$ cat config.mk
export PLATFORM = sky130hd
export DESIGN_NAME = decode_stage
export DESIGN_NICKNAME = d
export VERILOG_FILES = /design/src/design/isa_pkg.sv /design/src/design/ctrl_pkg.sv /design/src/design/dec_ctrl_if.sv /design/src/design/dec_fields_if.sv /design/src/design/inst_decoder.sv /design/src/design/field_extract.sv /design/src/design/id_latch.sv /design/src/design/decode_stage.sv
export VERILOG_INCLUDE_DIRS = /design/src /design/src/design
export SDC_FILE = /design/constraint.sdc
export NUM_CORES = 1
export LEC_CHECK = 0
export BUFFER_PORTS_ARGS = -buffer_cell sky130_fd_sc_hd__buf_2
export CORE_AREA = 2 2 282 284
export DETAILED_ROUTE_END_ITERATION = 16
export DIE_AREA = 0 0 284 286
export PLACE_DENSITY = 0.4
export SYNTH_ARGS = -nofsm -noshare
export SYNTH_HDL_FRONTEND = slang
export SYNTH_SLANG_ARGS = --single-unit
$ cat constraint.sdc
create_clock -name clk -period 9.3 [get_ports clk]
set_input_delay 0.465 -clock clk [delete_from_list [all_inputs] [get_ports clk]]
set_output_delay 0.465 -clock clk [all_outputs]
set_load 0.02 [all_outputs]
$ cat src/design/rv_consts.svh
/* data width, one-hot bundle widths and their bit positions */
`ifndef RV_CONSTS_SVH
`define RV_CONSTS_SVH

`define XLEN 64

// alu operation one-hot
`define ALU_W    12
`define ALU_ADD  0
`define ALU_SUB  1
`define ALU_SLT  2
`define ALU_SLTU 3
`define ALU_XOR  4
`define ALU_OR   5
`define ALU_AND  6
`define ALU_SLL  7
`define ALU_SRL  8
`define ALU_SRA  9
`define ALU_ANDN 10
`define ALU_WRI  11

// branch and jump one-hot
`define BJ_W    8
`define BJ_BEQ  0
`define BJ_BNE  1
`define BJ_BLT  2
`define BJ_BGE  3
`define BJ_BLTU 4
`define BJ_BGEU 5
`define BJ_JALR 6
`define BJ_JAL  7

// load size and sign one-hot
`define LOAD_W   7
`define LOAD_LB  0
`define LOAD_LH  1
`define LOAD_LW  2
`define LOAD_LD  3
`define LOAD_LBU 4
`define LOAD_LHU 5
`define LOAD_LWU 6

// store size one-hot
`define SAVE_W  4
`define SAVE_SB 0
`define SAVE_SH 1
`define SAVE_SW 2
`define SAVE_SD 3

// writeback source one-hot
`define WB_W   3
`define WB_EXE 0
`define WB_MEM 1
`define WB_CSR 2

// exception bundle
`define EXCP_W      3
`define EXCP_ECALL  0
`define EXCP_EBREAK 1
`define EXCP_MRET   2

`endif

$ cat src/design/isa_pkg.sv
/* architectural types: data word, instruction word, register and csr addresses */
`include "rv_consts.svh"

package isa_pkg;

  // one general purpose data word
  typedef logic [`XLEN-1:0] xlen_t;

  // raw 32-bit instruction
  typedef logic [31:0] inst_t;

  // x0..x31 index
  typedef logic [4:0] reg_addr_t;

  // csr address space
  typedef logic [11:0] csr_addr_t;

endpackage

$ cat src/design/ctrl_pkg.sv
/* control bundle types and operand select encodings of the decode stage */
`include "rv_consts.svh"

package ctrl_pkg;

  typedef logic [`ALU_W-1:0]  alu_oh_t;
  typedef logic [`BJ_W-1:0]   bj_oh_t;
  typedef logic [`LOAD_W-1:0] load_oh_t;
  typedef logic [`SAVE_W-1:0] save_oh_t;
  typedef logic [`WB_W-1:0]   wb_oh_t;
  typedef logic [`EXCP_W-1:0] excp_t;

  // first execute operand
  typedef enum logic [2:0] {
    OP1_RS1,
    OP1_RS1_W,
    OP1_PC,
    OP1_ZERO,
    OP1_CSR
  } op1_sel_e;

  // second execute operand
  typedef enum logic [2:0] {
    OP2_IMM_I,
    OP2_IMM_S,
    OP2_IMM_U,
    OP2_RS2,
    OP2_RS2_W,
    OP2_FOUR,
    OP2_ZIMM,
    OP2_RS1
  } op2_sel_e;

  // jump offset format
  typedef enum logic [1:0] {
    JMP_NONE,
    JMP_B,
    JMP_J,
    JMP_I
  } jmp_sel_e;

endpackage

$ cat src/design/dec_ctrl_if.sv
/* decoded control bundle, decoder to stage latch */
`timescale 1ns/1ps

interface dec_ctrl_if import ctrl_pkg::*; ();

  alu_oh_t  alu;
  bj_oh_t   bj;
  load_oh_t load;
  save_oh_t save;
  wb_oh_t   wb;
  excp_t    excp;

  logic     is_word;
  logic     mem_rd;
  logic     mem_wr;
  logic     rd_wen;
  logic     csr_wen;

  op1_sel_e op1_sel;
  op2_sel_e op2_sel;
  jmp_sel_e jmp_sel;

  logic     illegal;

  modport source (
    output alu, bj, load, save, wb, excp,
    output is_word, mem_rd, mem_wr, rd_wen, csr_wen,
    output op1_sel, op2_sel, jmp_sel, illegal
  );

  modport sink (
    input alu, bj, load, save, wb, excp,
    input is_word, mem_rd, mem_wr, rd_wen, csr_wen,
    input op1_sel, op2_sel, jmp_sel, illegal
  );

endinterface

$ cat src/design/dec_fields_if.sv
/* register and csr addresses plus extended immediates of one instruction */
`timescale 1ns/1ps

interface dec_fields_if import isa_pkg::*; ();

  reg_addr_t rd;
  reg_addr_t rs1;
  reg_addr_t rs2;
  csr_addr_t csr_addr;

  // sign extended to the data width
  xlen_t     imm_i;
  xlen_t     imm_s;
  xlen_t     imm_b;
  xlen_t     imm_u;
  xlen_t     imm_j;

  // csr immediate, zero extended
  xlen_t     zimm;

  modport source (output rd, rs1, rs2, csr_addr, imm_i, imm_s, imm_b, imm_u, imm_j, zimm);

  modport sink (input rd, rs1, rs2, csr_addr, imm_i, imm_s, imm_b, imm_u, imm_j, zimm);

endinterface

$ cat src/design/inst_decoder.sv
/* RV64I instruction classifier: one-hot control bundles, enables,
   operand selects and the illegal flag */
`timescale 1ns/1ps
`include "rv_consts.svh"

module inst_decoder import isa_pkg::*; import ctrl_pkg::*; (
  input inst_t       inst,
  dec_ctrl_if.source ctrl
);

  wire [6:0]  opcode = inst[6:0];
  wire [7:0]  f3_is  = 8'b1 << inst[14:12];
  wire        f6_00  = (inst[31:26] == 6'h00);
  wire        f6_10  = (inst[31:26] == 6'h10);
  wire        f7_00  = (inst[31:25] == 7'h00);
  wire        f7_20  = (inst[31:25] == 7'h20);
  wire [11:0] imm12  = inst[31:20];

  // major opcodes
  wire op_load   = (opcode == 7'h03);
  wire op_fence  = (opcode == 7'h0f);
  wire op_imm    = (opcode == 7'h13);
  wire op_auipc  = (opcode == 7'h17);
  wire op_imm_w  = (opcode == 7'h1b);
  wire op_store  = (opcode == 7'h23);
  wire op_reg    = (opcode == 7'h33);
  wire op_lui    = (opcode == 7'h37);
  wire op_reg_w  = (opcode == 7'h3b);
  wire op_branch = (opcode == 7'h63);
  wire op_jalr   = (opcode == 7'h67);
  wire op_jal    = (opcode == 7'h6f);
  wire op_system = (opcode == 7'h73);

  // 64-bit shifts carry a 6-bit shamt, so only func6 is fixed
  wire i_add  = op_imm & f3_is[0];
  wire i_sll  = op_imm & f3_is[1] & f6_00;
  wire i_slt  = op_imm & f3_is[2];
  wire i_sltu = op_imm & f3_is[3];
  wire i_xor  = op_imm & f3_is[4];
  wire i_srl  = op_imm & f3_is[5] & f6_00;
  wire i_sra  = op_imm & f3_is[5] & f6_10;
  wire i_or   = op_imm & f3_is[6];
  wire i_and  = op_imm & f3_is[7];

  wire iw_add = op_imm_w & f3_is[0];
  wire iw_sll = op_imm_w & f3_is[1] & f7_00;
  wire iw_srl = op_imm_w & f3_is[5] & f7_00;
  wire iw_sra = op_imm_w & f3_is[5] & f7_20;

  // register forms, func7 zero except sub and sra
  wire r_add  = op_reg & f3_is[0] & f7_00;
  wire r_sub  = op_reg & f3_is[0] & f7_20;
  wire r_sll  = op_reg & f3_is[1] & f7_00;
  wire r_slt  = op_reg & f3_is[2] & f7_00;
  wire r_sltu = op_reg & f3_is[3] & f7_00;
  wire r_xor  = op_reg & f3_is[4] & f7_00;
  wire r_srl  = op_reg & f3_is[5] & f7_00;
  wire r_sra  = op_reg & f3_is[5] & f7_20;
  wire r_or   = op_reg & f3_is[6] & f7_00;
  wire r_and  = op_reg & f3_is[7] & f7_00;

  wire rw_add = op_reg_w & f3_is[0] & f7_00;
  wire rw_sub = op_reg_w & f3_is[0] & f7_20;
  wire rw_sll = op_reg_w & f3_is[1] & f7_00;
  wire rw_srl = op_reg_w & f3_is[5] & f7_00;
  wire rw_sra = op_reg_w & f3_is[5] & f7_20;

  wire ld_any = op_load & ~f3_is[7];
  wire st_any = op_store & ~inst[14];
  wire jalr   = op_jalr & f3_is[0];
  wire fence  = op_fence & (f3_is[0] | f3_is[1]);

  wire sys0   = op_system & f3_is[0];
  wire ecall  = sys0 & (imm12 == 12'h000);
  wire ebreak = sys0 & (imm12 == 12'h001);
  wire mret   = sys0 & (imm12 == 12'h302);

  wire csrrw   = op_system & f3_is[1];
  wire csrrs   = op_system & f3_is[2];
  wire csrrc   = op_system & f3_is[3];
  wire csrrwi  = op_system & f3_is[5];
  wire csrrsi  = op_system & f3_is[6];
  wire csrrci  = op_system & f3_is[7];
  wire csr_imm = csrrwi | csrrsi | csrrci;
  wire csr_any = csrrw | csrrs | csrrc | csr_imm;

  alu_oh_t  alu;
  bj_oh_t   bj;
  load_oh_t load;
  save_oh_t save;
  excp_t    excp;

  always_comb begin
    bj[`BJ_BEQ]  = op_branch & f3_is[0];
    bj[`BJ_BNE]  = op_branch & f3_is[1];
    bj[`BJ_BLT]  = op_branch & f3_is[4];
    bj[`BJ_BGE]  = op_branch & f3_is[5];
    bj[`BJ_BLTU] = op_branch & f3_is[6];
    bj[`BJ_BGEU] = op_branch & f3_is[7];
    bj[`BJ_JALR] = jalr;
    bj[`BJ_JAL]  = op_jal;

    // address generation and link values all go through the adder
    alu[`ALU_ADD]  = i_add | iw_add | r_add | rw_add | op_lui | op_auipc
                   | ld_any | st_any | jalr | op_jal;
    alu[`ALU_SUB]  = r_sub | rw_sub;
    alu[`ALU_SLT]  = i_slt | r_slt | bj[`BJ_BLT] | bj[`BJ_BGE];
    alu[`ALU_SLTU] = i_sltu | r_sltu | bj[`BJ_BLTU] | bj[`BJ_BGEU];
    alu[`ALU_XOR]  = i_xor | r_xor | bj[`BJ_BEQ] | bj[`BJ_BNE];
    alu[`ALU_OR]   = i_or | r_or | csrrs | csrrsi;
    alu[`ALU_AND]  = i_and | r_and;
    alu[`ALU_SLL]  = i_sll | r_sll | iw_sll | rw_sll;
    alu[`ALU_SRL]  = i_srl | r_srl | iw_srl | rw_srl;
    alu[`ALU_SRA]  = i_sra | r_sra | iw_sra | rw_sra;
    alu[`ALU_ANDN] = csrrc | csrrci;
    alu[`ALU_WRI]  = csrrw | csrrwi;

    load[`LOAD_LB]  = op_load & f3_is[0];
    load[`LOAD_LH]  = op_load & f3_is[1];
    load[`LOAD_LW]  = op_load & f3_is[2];
    load[`LOAD_LD]  = op_load & f3_is[3];
    load[`LOAD_LBU] = op_load & f3_is[4];
    load[`LOAD_LHU] = op_load & f3_is[5];
    load[`LOAD_LWU] = op_load & f3_is[6];

    save[`SAVE_SB] = op_store & f3_is[0];
    save[`SAVE_SH] = op_store & f3_is[1];
    save[`SAVE_SW] = op_store & f3_is[2];
    save[`SAVE_SD] = op_store & f3_is[3];

    excp[`EXCP_ECALL]  = ecall;
    excp[`EXCP_EBREAK] = ebreak;
    excp[`EXCP_MRET]   = mret;
  end

  // every supported instruction except fence and system sets an alu bit
  wire legal = (|alu) | fence | (|excp);
  wire wr_rd = legal & (|alu) & ~st_any & ~(|bj[`BJ_BGEU:`BJ_BEQ]);

  assign ctrl.alu     = alu;
  assign ctrl.bj      = bj;
  assign ctrl.load    = load;
  assign ctrl.save    = save;
  assign ctrl.excp    = excp;
  assign ctrl.illegal = ~legal;
  assign ctrl.is_word = legal & (op_imm_w | op_reg_w);
  assign ctrl.mem_rd  = legal & ld_any;
  assign ctrl.mem_wr  = legal & st_any;
  assign ctrl.rd_wen  = wr_rd;
  assign ctrl.csr_wen = legal & csr_any;

  assign ctrl.wb[`WB_EXE] = wr_rd & ~ld_any & ~csr_any;
  assign ctrl.wb[`WB_MEM] = legal & ld_any;
  assign ctrl.wb[`WB_CSR] = legal & csr_any;

  assign ctrl.op1_sel = (op_imm_w | op_reg_w)          ? OP1_RS1_W :
                        (op_auipc | op_jal | op_jalr)  ? OP1_PC    :
                        op_system                      ? OP1_CSR   :
                        (op_lui | ~legal)              ? OP1_ZERO  : OP1_RS1;

  assign ctrl.op2_sel = op_reg_w                 ? OP2_RS2_W :
                        (op_reg | op_branch)     ? OP2_RS2   :
                        op_store                 ? OP2_IMM_S :
                        (op_lui | op_auipc)      ? OP2_IMM_U :
                        (op_jal | op_jalr)       ? OP2_FOUR  :
                        csr_imm                  ? OP2_ZIMM  :
                        csr_any                  ? OP2_RS1   : OP2_IMM_I;

  assign ctrl.jmp_sel = op_branch ? JMP_B :
                        op_jal    ? JMP_J :
                        op_jalr   ? JMP_I : JMP_NONE;

endmodule

$ cat src/design/field_extract.sv
/* register and csr address slicing, immediate formation for all formats */
`timescale 1ns/1ps
`include "rv_consts.svh"

module field_extract import isa_pkg::*; (
  input  inst_t        inst,
  dec_fields_if.source fields,
  output reg_addr_t    rs1_addr,
  output reg_addr_t    rs2_addr,
  output csr_addr_t    csr_addr
);

  wire sign = inst[31];

  assign fields.rd       = inst[11:7];
  assign fields.rs1      = inst[19:15];
  assign fields.rs2      = inst[24:20];
  assign fields.csr_addr = inst[31:20];

  // read ports of the external register and csr files
  assign rs1_addr = fields.rs1;
  assign rs2_addr = fields.rs2;
  assign csr_addr = fields.csr_addr;

  assign fields.imm_i = {{(`XLEN-12){sign}}, inst[31:20]};
  assign fields.imm_s = {{(`XLEN-12){sign}}, inst[31:25], inst[11:7]};

  // branch and jump offsets are halfword aligned
  assign fields.imm_b = {{(`XLEN-13){sign}}, inst[31], inst[7], inst[30:25],
                         inst[11:8], 1'b0};
  assign fields.imm_j = {{(`XLEN-21){sign}}, inst[31], inst[19:12], inst[20],
                         inst[30:21], 1'b0};

  // upper immediate, sign extended from bit 31 as RV64 requires
  assign fields.imm_u = {{(`XLEN-32){sign}}, inst[31:12], 12'b0};

  // rs1 field reused as unsigned csr immediate
  assign fields.zimm = {{(`XLEN-5){1'b0}}, inst[19:15]};

endmodule

$ cat src/design/id_latch.sv
/* decode stage output latch: valid/allowin handshake, operand and
   jump offset muxing, registered control and payload */
`timescale 1ns/1ps

module id_latch import isa_pkg::*; import ctrl_pkg::*; (
  input  logic        clk,
  input  logic        rst,
  input  logic        if_id_valid,
  input  logic        ex_allowin,
  output logic        id_allowin,
  output logic        id_ex_valid,
  input  xlen_t       pc_in,
  input  inst_t       inst_in,
  input  xlen_t       r_data1,
  input  xlen_t       r_data2,
  input  xlen_t       csr_data,
  dec_ctrl_if.sink    ctrl,
  dec_fields_if.sink  fields,
  output xlen_t       pc_out,
  output inst_t       inst_out,
  output xlen_t       ex_op1,
  output xlen_t       ex_op2,
  output xlen_t       jmp_imm,
  output xlen_t       rs2_data,
  output logic        is_word,
  output logic        mem_rd,
  output logic        mem_wr,
  output logic        rd_wen,
  output logic        csr_wen,
  output alu_oh_t     alu_info,
  output bj_oh_t      bj_info,
  output load_oh_t    load_info,
  output save_oh_t    save_info,
  output wb_oh_t      wb_sel,
  output excp_t       excp,
  output logic        illegal,
  output reg_addr_t   rd_addr,
  output csr_addr_t   csr_wr_addr
);

  logic  valid;
  logic  accept;
  xlen_t op1_mux;
  xlen_t op2_mux;
  xlen_t jmp_mux;

  // decode never stalls, so the slot frees as soon as execute takes it
  assign id_allowin  = !valid || ex_allowin;
  assign id_ex_valid = valid;
  assign accept      = if_id_valid && id_allowin;

  always_comb begin
    case (ctrl.op1_sel)
      OP1_RS1:   op1_mux = r_data1;
      OP1_RS1_W: op1_mux = xlen_t'(r_data1[31:0]);
      OP1_PC:    op1_mux = pc_in;
      OP1_CSR:   op1_mux = csr_data;
      default:   op1_mux = '0;
    endcase
  end

  always_comb begin
    case (ctrl.op2_sel)
      OP2_IMM_I: op2_mux = fields.imm_i;
      OP2_IMM_S: op2_mux = fields.imm_s;
      OP2_IMM_U: op2_mux = fields.imm_u;
      OP2_RS2:   op2_mux = r_data2;
      OP2_RS2_W: op2_mux = xlen_t'(r_data2[31:0]);
      OP2_FOUR:  op2_mux = xlen_t'(4);
      OP2_ZIMM:  op2_mux = fields.zimm;
      default:   op2_mux = r_data1;
    endcase
  end

  always_comb begin
    case (ctrl.jmp_sel)
      JMP_B:   jmp_mux = fields.imm_b;
      JMP_J:   jmp_mux = fields.imm_j;
      JMP_I:   jmp_mux = fields.imm_i;
      default: jmp_mux = '0;
    endcase
  end

  // valid bit and side-effect enables
  always_ff @(posedge clk) begin
    if (rst) begin
      valid   <= 1'b0;
      rd_wen  <= 1'b0;
      mem_rd  <= 1'b0;
      mem_wr  <= 1'b0;
      csr_wen <= 1'b0;
    end else begin
      if (id_allowin) begin
        valid <= if_id_valid;
      end
      if (accept) begin
        rd_wen  <= ctrl.rd_wen;
        mem_rd  <= ctrl.mem_rd;
        mem_wr  <= ctrl.mem_wr;
        csr_wen <= ctrl.csr_wen;
      end
    end
  end

  // payload, qualified by id_ex_valid downstream
  always_ff @(posedge clk) begin
    if (accept) begin
      pc_out      <= pc_in;
      inst_out    <= inst_in;
      ex_op1      <= op1_mux;
      ex_op2      <= op2_mux;
      jmp_imm     <= jmp_mux;
      rs2_data    <= r_data2;
      is_word     <= ctrl.is_word;
      alu_info    <= ctrl.alu;
      bj_info     <= ctrl.bj;
      load_info   <= ctrl.load;
      save_info   <= ctrl.save;
      wb_sel      <= ctrl.wb;
      excp        <= ctrl.excp;
      illegal     <= ctrl.illegal;
      rd_addr     <= fields.rd;
      csr_wr_addr <= fields.csr_addr;
    end
  end

  // a stalled instruction stays put with its payload
  a_stall_hold: assert property (@(posedge clk) disable iff (rst)
    (id_ex_valid && !ex_allowin) |=>
      (id_ex_valid && $stable(inst_out) && $stable(ex_op1)));

  // decoder never marks one instruction as both load and store
  a_mem_excl: assert property (@(posedge clk) disable iff (rst) !(mem_rd && mem_wr));

endmodule

$ cat src/design/decode_stage.sv
/* decode stage top: decoder, field extractor and output latch */
`timescale 1ns/1ps

module decode_stage import isa_pkg::*; import ctrl_pkg::*; (
  input  logic      clk,
  input  logic      rst,
  input  logic      if_id_valid,
  input  logic      ex_allowin,
  output logic      id_allowin,
  output logic      id_ex_valid,
  input  xlen_t     pc_in,
  input  inst_t     inst_in,
  input  xlen_t     r_data1,
  input  xlen_t     r_data2,
  input  xlen_t     csr_data,
  output reg_addr_t rs1_addr,
  output reg_addr_t rs2_addr,
  output csr_addr_t csr_addr,
  output xlen_t     pc_out,
  output inst_t     inst_out,
  output xlen_t     ex_op1,
  output xlen_t     ex_op2,
  output xlen_t     jmp_imm,
  output xlen_t     rs2_data,
  output logic      is_word,
  output logic      mem_rd,
  output logic      mem_wr,
  output logic      rd_wen,
  output logic      csr_wen,
  output alu_oh_t   alu_info,
  output bj_oh_t    bj_info,
  output load_oh_t  load_info,
  output save_oh_t  save_info,
  output wb_oh_t    wb_sel,
  output excp_t     excp,
  output logic      illegal,
  output reg_addr_t rd_addr,
  output csr_addr_t csr_wr_addr
);

  dec_ctrl_if   u_ctrl_if ();
  dec_fields_if u_fields_if ();

  inst_decoder u_inst_decoder (
    .inst (inst_in),
    .ctrl (u_ctrl_if)
  );

  // register file addresses leave combinationally for same-cycle read
  field_extract u_field_extract (
    .inst     (inst_in),
    .fields   (u_fields_if),
    .rs1_addr (rs1_addr),
    .rs2_addr (rs2_addr),
    .csr_addr (csr_addr)
  );

  id_latch u_id_latch (
    .clk         (clk),
    .rst         (rst),
    .if_id_valid (if_id_valid),
    .ex_allowin  (ex_allowin),
    .id_allowin  (id_allowin),
    .id_ex_valid (id_ex_valid),
    .pc_in       (pc_in),
    .inst_in     (inst_in),
    .r_data1     (r_data1),
    .r_data2     (r_data2),
    .csr_data    (csr_data),
    .ctrl        (u_ctrl_if),
    .fields      (u_fields_if),
    .pc_out      (pc_out),
    .inst_out    (inst_out),
    .ex_op1      (ex_op1),
    .ex_op2      (ex_op2),
    .jmp_imm     (jmp_imm),
    .rs2_data    (rs2_data),
    .is_word     (is_word),
    .mem_rd      (mem_rd),
    .mem_wr      (mem_wr),
    .rd_wen      (rd_wen),
    .csr_wen     (csr_wen),
    .alu_info    (alu_info),
    .bj_info     (bj_info),
    .load_info   (load_info),
    .save_info   (save_info),
    .wb_sel      (wb_sel),
    .excp        (excp),
    .illegal     (illegal),
    .rd_addr     (rd_addr),
    .csr_wr_addr (csr_wr_addr)
  );

endmodule

==> results of run 1 <==
-- metal layers --
metal	track usage [%]	vias to the layer above
met3	3.94	88
met2	28.3	557
met4	4.41	0
li1	-	5141
met1	19.5	5857
met5	0	-
-- cell usage after synthesis (8+ instances only) --
library cell  number  area [um^2]
a21o_1            24          180
a21oi_1           58          290
a221o_1           37          370
a222oi_1          24          240
a22o_1            51          447
a22oi_1           25          188
and3_1             8         50.1
buf_2             17         85.1
buf_4             83          623
clkbuf_1          43          161
edfxtp_1         348        10500
inv_1             10         37.5
nand2_1           53          199
nand2b_1           8         50.1
nand3_1            8         40.0
nor2_1            53          199
nor2b_1           12         75.1
nor3_1            33          165
o21ai_0           22          110
o21ai_1           14         70.1
-- power groups by stage --
stage | Clock, mW | Sequential (mW) | Combinational [mW]
finish | 1.66 | 1.89 | 0.513
global route | 1.77 | 1.90 | 0.543
CTS | 1.72 | 1.89 | 0.523
detailed placement | 0 | 1.92 | 0.522
global placement | 0 | 1.92 | 0.522
floorplan | 0 | 2.07 | 0.144
-- state kept, by name, indices dropped and copies added, names as in the netlist --
| signal | cells |
|---|---|
| u_id_latch.ex_op1 | 64 |
| u_id_latch.ex_op2 | 64 |
| u_id_latch.pc_out | 64 |
| u_id_latch.rs2_data | 64 |
| u_id_latch.inst_out | 31 |
| u_id_latch.jmp_imm | 21 |
| u_id_latch.alu_info | 12 |
| u_id_latch.bj_info | 8 |
| u_id_latch.load_info | 7 |
| u_id_latch.save_info | 4 |
| u_id_latch.excp | 3 |
| u_id_latch.wb_sel | 3 |
| u_id_latch.csr_wen | 1 |
| u_id_latch.csr_wr_addr | 1 |
| u_id_latch.id_ex_valid | 1 |
| u_id_latch.illegal | 1 |
| u_id_latch.is_word | 1 |
| u_id_latch.mem_rd | 1 |
| u_id_latch.mem_wr | 1 |
| u_id_latch.rd_wen | 1 |
-- worst max-delay path by stage --
stage | from | end | slack, ns | cells past startpoint
2_1_floorplan | ex_allowin | u_id_latch.alu_info[0] | 0.96 | 3
3_3_place_gp | inst_in[6] | u_id_latch.ex_op1[31] | 5.80 | 8
3_5_place_dp | inst_in[6] | u_id_latch.ex_op1[2] | 5.68 | 8
4_1_cts | inst_in[6] | u_id_latch.ex_op1[2] | 6.29 | 8
5_1_grt | inst_in[6] | u_id_latch.ex_op1[30] | 6.07 | 8
6_report | inst_in[6] | u_id_latch.ex_op1[26] | 6.34 | 8
-- area by class of cell --
| type | count | area (um^2) |
|---|---|---|
| clock buffers | 62 | 1220 |
| well taps | 1050 | 1310 |
| clock inverters | 18 | 143 |
| flip-flops and latches | 353 | 10600 |
| multi-input cells | 486 | 3260 |
| inverters | 11 | 48.8 |
| fillers | 8350 | 58100 |
| repair buffers | 739 | 3740 |
-- kinds of logic after synthesis --
| family | synth area share, % |
|---|---|
| AOI/OAI and AO/OA | 14.1 |
| buffers and inverters | 6.69 |
| and+or+nand+nor | 7.51 |
| muxes | 0.144 |
| DFF | 71.6 |
-- stage by stage --
| step | hold WS [ns] | util, % | cells | total power [mW] |
|---|---|---|---|---|
| 6_report | 0.0916 | 25.9 | 2719 | 4.06 |
| 5_1_grt | 0.0490 | 25.9 | 2719 | 4.22 |
| 4_1_cts | 0.0418 | 25.9 | 2719 | 4.13 |
| 3_5_place_dp | 0.485 | 24.1 | 2639 | 2.45 |
| 3_3_place_gp | 0.473 | 24.1 | 2639 | 2.45 |
| 2_1_floorplan | 0.534 | - | 1000 | 2.21 |
==> impl_metrics.json, run 1 <==
{
  "status": "finished, final reports clean",
  "yosysSeqAreaShare_pct": 71.6,
  "grt_overflow": 0,
  "drc": 0,
  "max-cap-violations": 0,
  "cts.clk_slew.worst_paths_ns": 0.06,
  "met1Wirelength_um": 27500,
  "startpoint_type": "input port",
  "final-hold-violation-count": 0,
  "hpwl_um": 51600,
  "crit_buf_inv": 2,
  "period_needed_ns": 2.96,
  "switchingPower_mw": 1.09,
  "min_to": "u_id_latch.rs2_data[46]",
  "start_util_pct": 18.8,
  "cts_setup_buffers": 0,
  "syn_nets": 1292,
  "worstSetupPathType": "in -> reg",
  "timing.fmax_ghz": 0.338,
  "port_buffers": 727,
  "drt_wl_total_um": 68800,
  "top_layer": "met4",
  "die_area_mm2": 0.0812,
  "tns_ns": 0,
  "drive_above_1_share_pct": 49.3,
  "cp-end-kind": "flip-flop",
  "place_ws_ns": 5.68,
  "die_height_um": 286,
  "p_clk_share_pct": 40.8,
  "hold_start": "r_data2[46]",
  "cts_buffers": 44,
  "r2r-end": "u_id_latch.pc_out[1]",
  "drt_iter0_markers": 947,
  "tightest_slew_ns": 1.21,
  "diodes": 0,
  "synthArstFlopShare_pct": 0,
  "nets": 1927,
  "path_cells": "buf_2 -> nor2b_1 -> and3_1 -> a21oi_1 -> and3_4 -> a21oi_4 -> buf_4 -> a221o_1",
  "route.met2.wl_um": 34600,
  "peakVddDrop_mv": 0.104,
  "slew_headroom_pct": 19.4,
  "grt_setup_unrepaired": "false",
  "reg2reg_depth": 4,
  "core-area_mm2": 0.0784,
  "r2r_start": "u_id_latch.id_ex_valid",
  "place_congestion": 0.894,
  "comb_power_share_pct": 12.6,
  "cts-root-buf": "clkbuf_16",
  "cts_num_sinks": 353,
  "drv_slew": 0,
  "track_usage_pct": 16.1,
  "yosys_most_used_dff": "edfxtp_1",
  "period_share_pct": 31.8,
  "syn_avg_cell_area_um2": 14.7,
  "cts-resized-gates": 0,
  "powerDensity_mw_per_mm2": 200,
  "clkLatencyLatePin_ns": 0.57,
  "synth-edff-count": 348,
  "min_path_type": "in -> reg",
  "die_w_um": 284,
  "drt_pre_antenna_iters": 8,
  "cp.required_ns": 9.73,
  "leakage_nw": 8.39,
  "seq_power_share_pct": 46.6,
  "setup_viol": 0,
  "vias": 11600,
  "cp_max_fo": 33,
  "final.setup.worst_slack_ns": 6.34,
  "pin_count": 728,
  "cp_slowest_stage_delay_ns": 0.67,
  "clockBufferDepth": 3,
  "ys_seq_elements": 353,
  "synth_cells": 1000,
  "critPathArrivalTime_ns": 3.39,
  "hold_buffers": 0,
  "worstHoldPathCells": 1,
  "final_cell_mix": "727 x buf_2, 348 x edfxtp_1, 57 x a21oi_1",
  "yosys_warnings": 0,
  "netlist_area_mm2": 0.0147,
  "layout_commonest_cell": "buf_2",
  "synthDistinctLibCells": 63,
  "power.share.switching_pct": 26.8,
  "post_drt_wl_per_cell_um": 25.3,
  "viasPerCell": 4.28,
  "fin_skew_ns": 0.00902,
  "antenna_found_initial": 3,
  "cp_top_family": "simple AND/OR/NAND/NOR gates",
  "htreeDepth": 2,
  "grt_pass1_vias": 11700,
  "intPower_mw": 2.98,
  "r2r_setup_slack_ns": 6.40,
  "cp_slowest_cell": "and3_1",
  "finalInstanceArea_mm2": 0.0203,
  "place_area_mm2": 0.0189,
  "wl_met3_um": 5030,
  "row_count": 103,
  "grt_pass1_wl_um": 93200,
  "grt_max_degree": 171,
  "area_growth_pct": 37.6,
  "cts_tree": "done",
  "drtAntennaViolNets": 0
}
Power figures use the tool's default switching activity.
==> run 2, diff against run 1 <==
Settings changed: CORE_AREA 2 2 282 284 to 2 2 287 289, DIE_AREA 0 0 284 286 to 0 0 289 291.
Clock period 9.3 ns to 2.5 ns, I/O delays scaled along.
==> run 2 against run 1 <==
- total power grew to 3.8 times the previous value
- clock-buffer cell count rose by 1
- non-clock buffer count is 350 higher
- via count up 12%
- final cell count up 14%
- clock skew up 0.0075 ns
- flip-flop and latch count did not move
- clock power grew to 3.6 times the previous value
- die area grew 3.5%
==> impl_metrics.json, run 2 (synthesis gave the netlist of run 1 again) <==
{
  "dp.cells": 2736,
  "drt_pre_antenna_iters": 6,
  "fin_skew_ns": 0.0166,
  "cp_max_fo": 34,
  "cp_top_family": "buffers and inverters",
  "worstSetupPathType": "in -> reg",
  "drt_iter0_markers": 1024,
  "tightest_slew_ns": 0.922,
  "min_path_type": "in -> reg",
  "cp_slowest_cell": "dlygate4sd3_1",
  "tns_ns": 0,
  "intPower_mw": 11.3,
  "powerDensity_mw_per_mm2": 650,
  "core-area_mm2": 0.0812,
  "switchingPower_mw": 4.17,
  "startpoint_type": "input port",
  "post_drt_wl_per_cell_um": 24.1,
  "final_cell_mix": "727 x buf_2, 348 x edfxtp_1, 273 x dlygate4sd3_1",
  "grt_pass1_vias": 13400,
  "hold_start": "r_data1[1]",
  "period_needed_ns": 2.41,
  "peakVddDrop_mv": 0.372,
  "seq_area_mm2": 0.0106,
  "comb_power_share_pct": 15.7,
  "setup_viol": 0,
  "status": "finished, final reports clean",
  "die_height_um": 291,
  "cp_common_cell": "buf_4",
  "hpwl_um": 56900,
  "die_w_um": 289,
  "seq_power_share_pct": 45.4,
  "grt_overflow": 0,
  "cts.clk_slew.worst_paths_ns": 0.05,
  "cts_setup_buffers": 0,
  "cp-end-kind": "flip-flop",
  "timing.fmax_ghz": 0.416,
  "r2r_setup_slack_ns": 0.70,
  "clockBufferDepth": 3,
  "cts_tree": "done",
  "grt_max_degree": 52,
  "area_growth_pct": 61.6,
  "antenna_found_initial": 10,
  "cts-root-buf": "clkbuf_16",
  "period_share_pct": 96.2,
  "htreeDepth": 2,
  "cp.required_ns": 2.89,
  "multi_input_area_mm2": 0.00329,
  "power_mw": 15.5,
  "clkLatencyLatePin_ns": 0.57,
  "place_congestion": 0.888,
  "critPathArrivalTime_ns": 2.80,
  "port_buffers": 727,
  "r2r_start": "u_id_latch.id_ex_valid",
  "drv_slew": 0,
  "viasPerCell": 4.23,
  "layoutNonFillerInstCount": 3088,
  "die_area_mm2": 0.0841,
  "nets": 2277,
  "max-cap-violations": 0,
  "start_util_pct": 18.2,
  "cp-startpoint": "inst_in[4]",
  "slew_headroom_pct": 38.5,
  "drtAntennaViolNets": 0,
  "power.share.switching_pct": 26.9,
  "pin_count": 728,
  "drc": 0,
  "cts_buffers": 44,
  "final-hold-violation-count": 0,
  "drive_above_1_share_pct": 44.9,
  "row_count": 105,
  "grt_setup_unrepaired": "false",
  "track_usage_pct": 16.8,
  "fin_util_pct": 29.3,
  "drt_wl_total_um": 74500,
  "path_cells": "dlygate4sd3_1 -> buf_2 -> buf_4 -> nand2b_1 -> nor3b_4 -> a21o_4 -> a222oi_1 -> buf_4 -> nor3_1",
  "vias": 13100,
  "p_clk_share_pct": 39.0,
  "cp_slowest_stage_delay_ns": 0.53,
  "crit_buf_inv": 4,
  "grt_pass1_wl_um": 100000,
  "cts_num_sinks": 353,
  "leakage_nw": 9.95,
  "nFillCells": 8363,
  "layout_commonest_cell": "buf_2"
}
[run 2: changes by cell type in the layout (fill, tap and decap cells not counted), moves of 2 or more]
cell and change:
buf_12 +17, buf_4 +60, clkbuf_1 +3, clkbuf_8 -3, clkinv_1 -6, clkinv_2 +2, clkinvlp_4 +3, diode_2 +3
dlygate4sd3_1 +273, inv_6 -3
[run 2: path summary, 6_finish.rpt]
kind | end | cells after the start
worst min-delay path | u_id_latch.ex_op1[1] | 2
worst max register to register | u_id_latch.rs2_data[10] | 5
worst max-delay path | u_id_latch.ex_op1[33] | 9
worst min register to register | u_id_latch.rd_wen | 2
[run 2: final cells by class]
| type | count | area share (%) |
|---|---|---|
| antenna | 3 | 0.0315 |
| inverter | 11 | 0.189 |
| clock inverter | 13 | 0.441 |
| timing repair buffer | 1089 | 30.5 |
| tap | 1070 | 5.62 |
| sequential | 353 | 44.3 |
| clock buffer | 63 | 5.10 |
| multi-input combinational | 486 | 13.8 |
[run 2: what timing repair did]
action                     CTS  global route
resized for setup            0             3
hold buffers               273             0
setup endpoints to repair    0             4
hold endpoints to repair   286             0
[run 2: metrics by stage]
step	setup WS, ns	instance area, um^2	hold slack (ns)
2_1_floorplan	-3.69	14800	0.184
3_3_place_gp	-0.660	19700	0.319
3_5_place_dp	-0.518	19700	0.319
4_1_cts	0.0464	23800	0.00205
5_1_grt	0.00260	23800	0.0188
6_report	0.0947	23800	0.0143
[run 2: power groups by stage]
stage,clock network (mW),logic (mW),registers [mW]
2_1_floorplan,0,0.539,7.66
3_3_place_gp,0,2.10,7.14
3_5_place_dp,0,2.09,7.15
4_1_cts,6.26,2.45,7.03
5_1_grt,6.45,2.56,7.05
6_report,6.03,2.42,7.03
[run 2: layer usage]
layer / routed length [um] / track usage [%] / vias up
li1: - / - / 5849
met1: 30000 / 20.3 / 6479
met2: 36700 / 29.1 / 628
met3: 5470 / 3.74 / 116
met4: 2330 / 5.77 / 0
met5: 0 / 0 / -
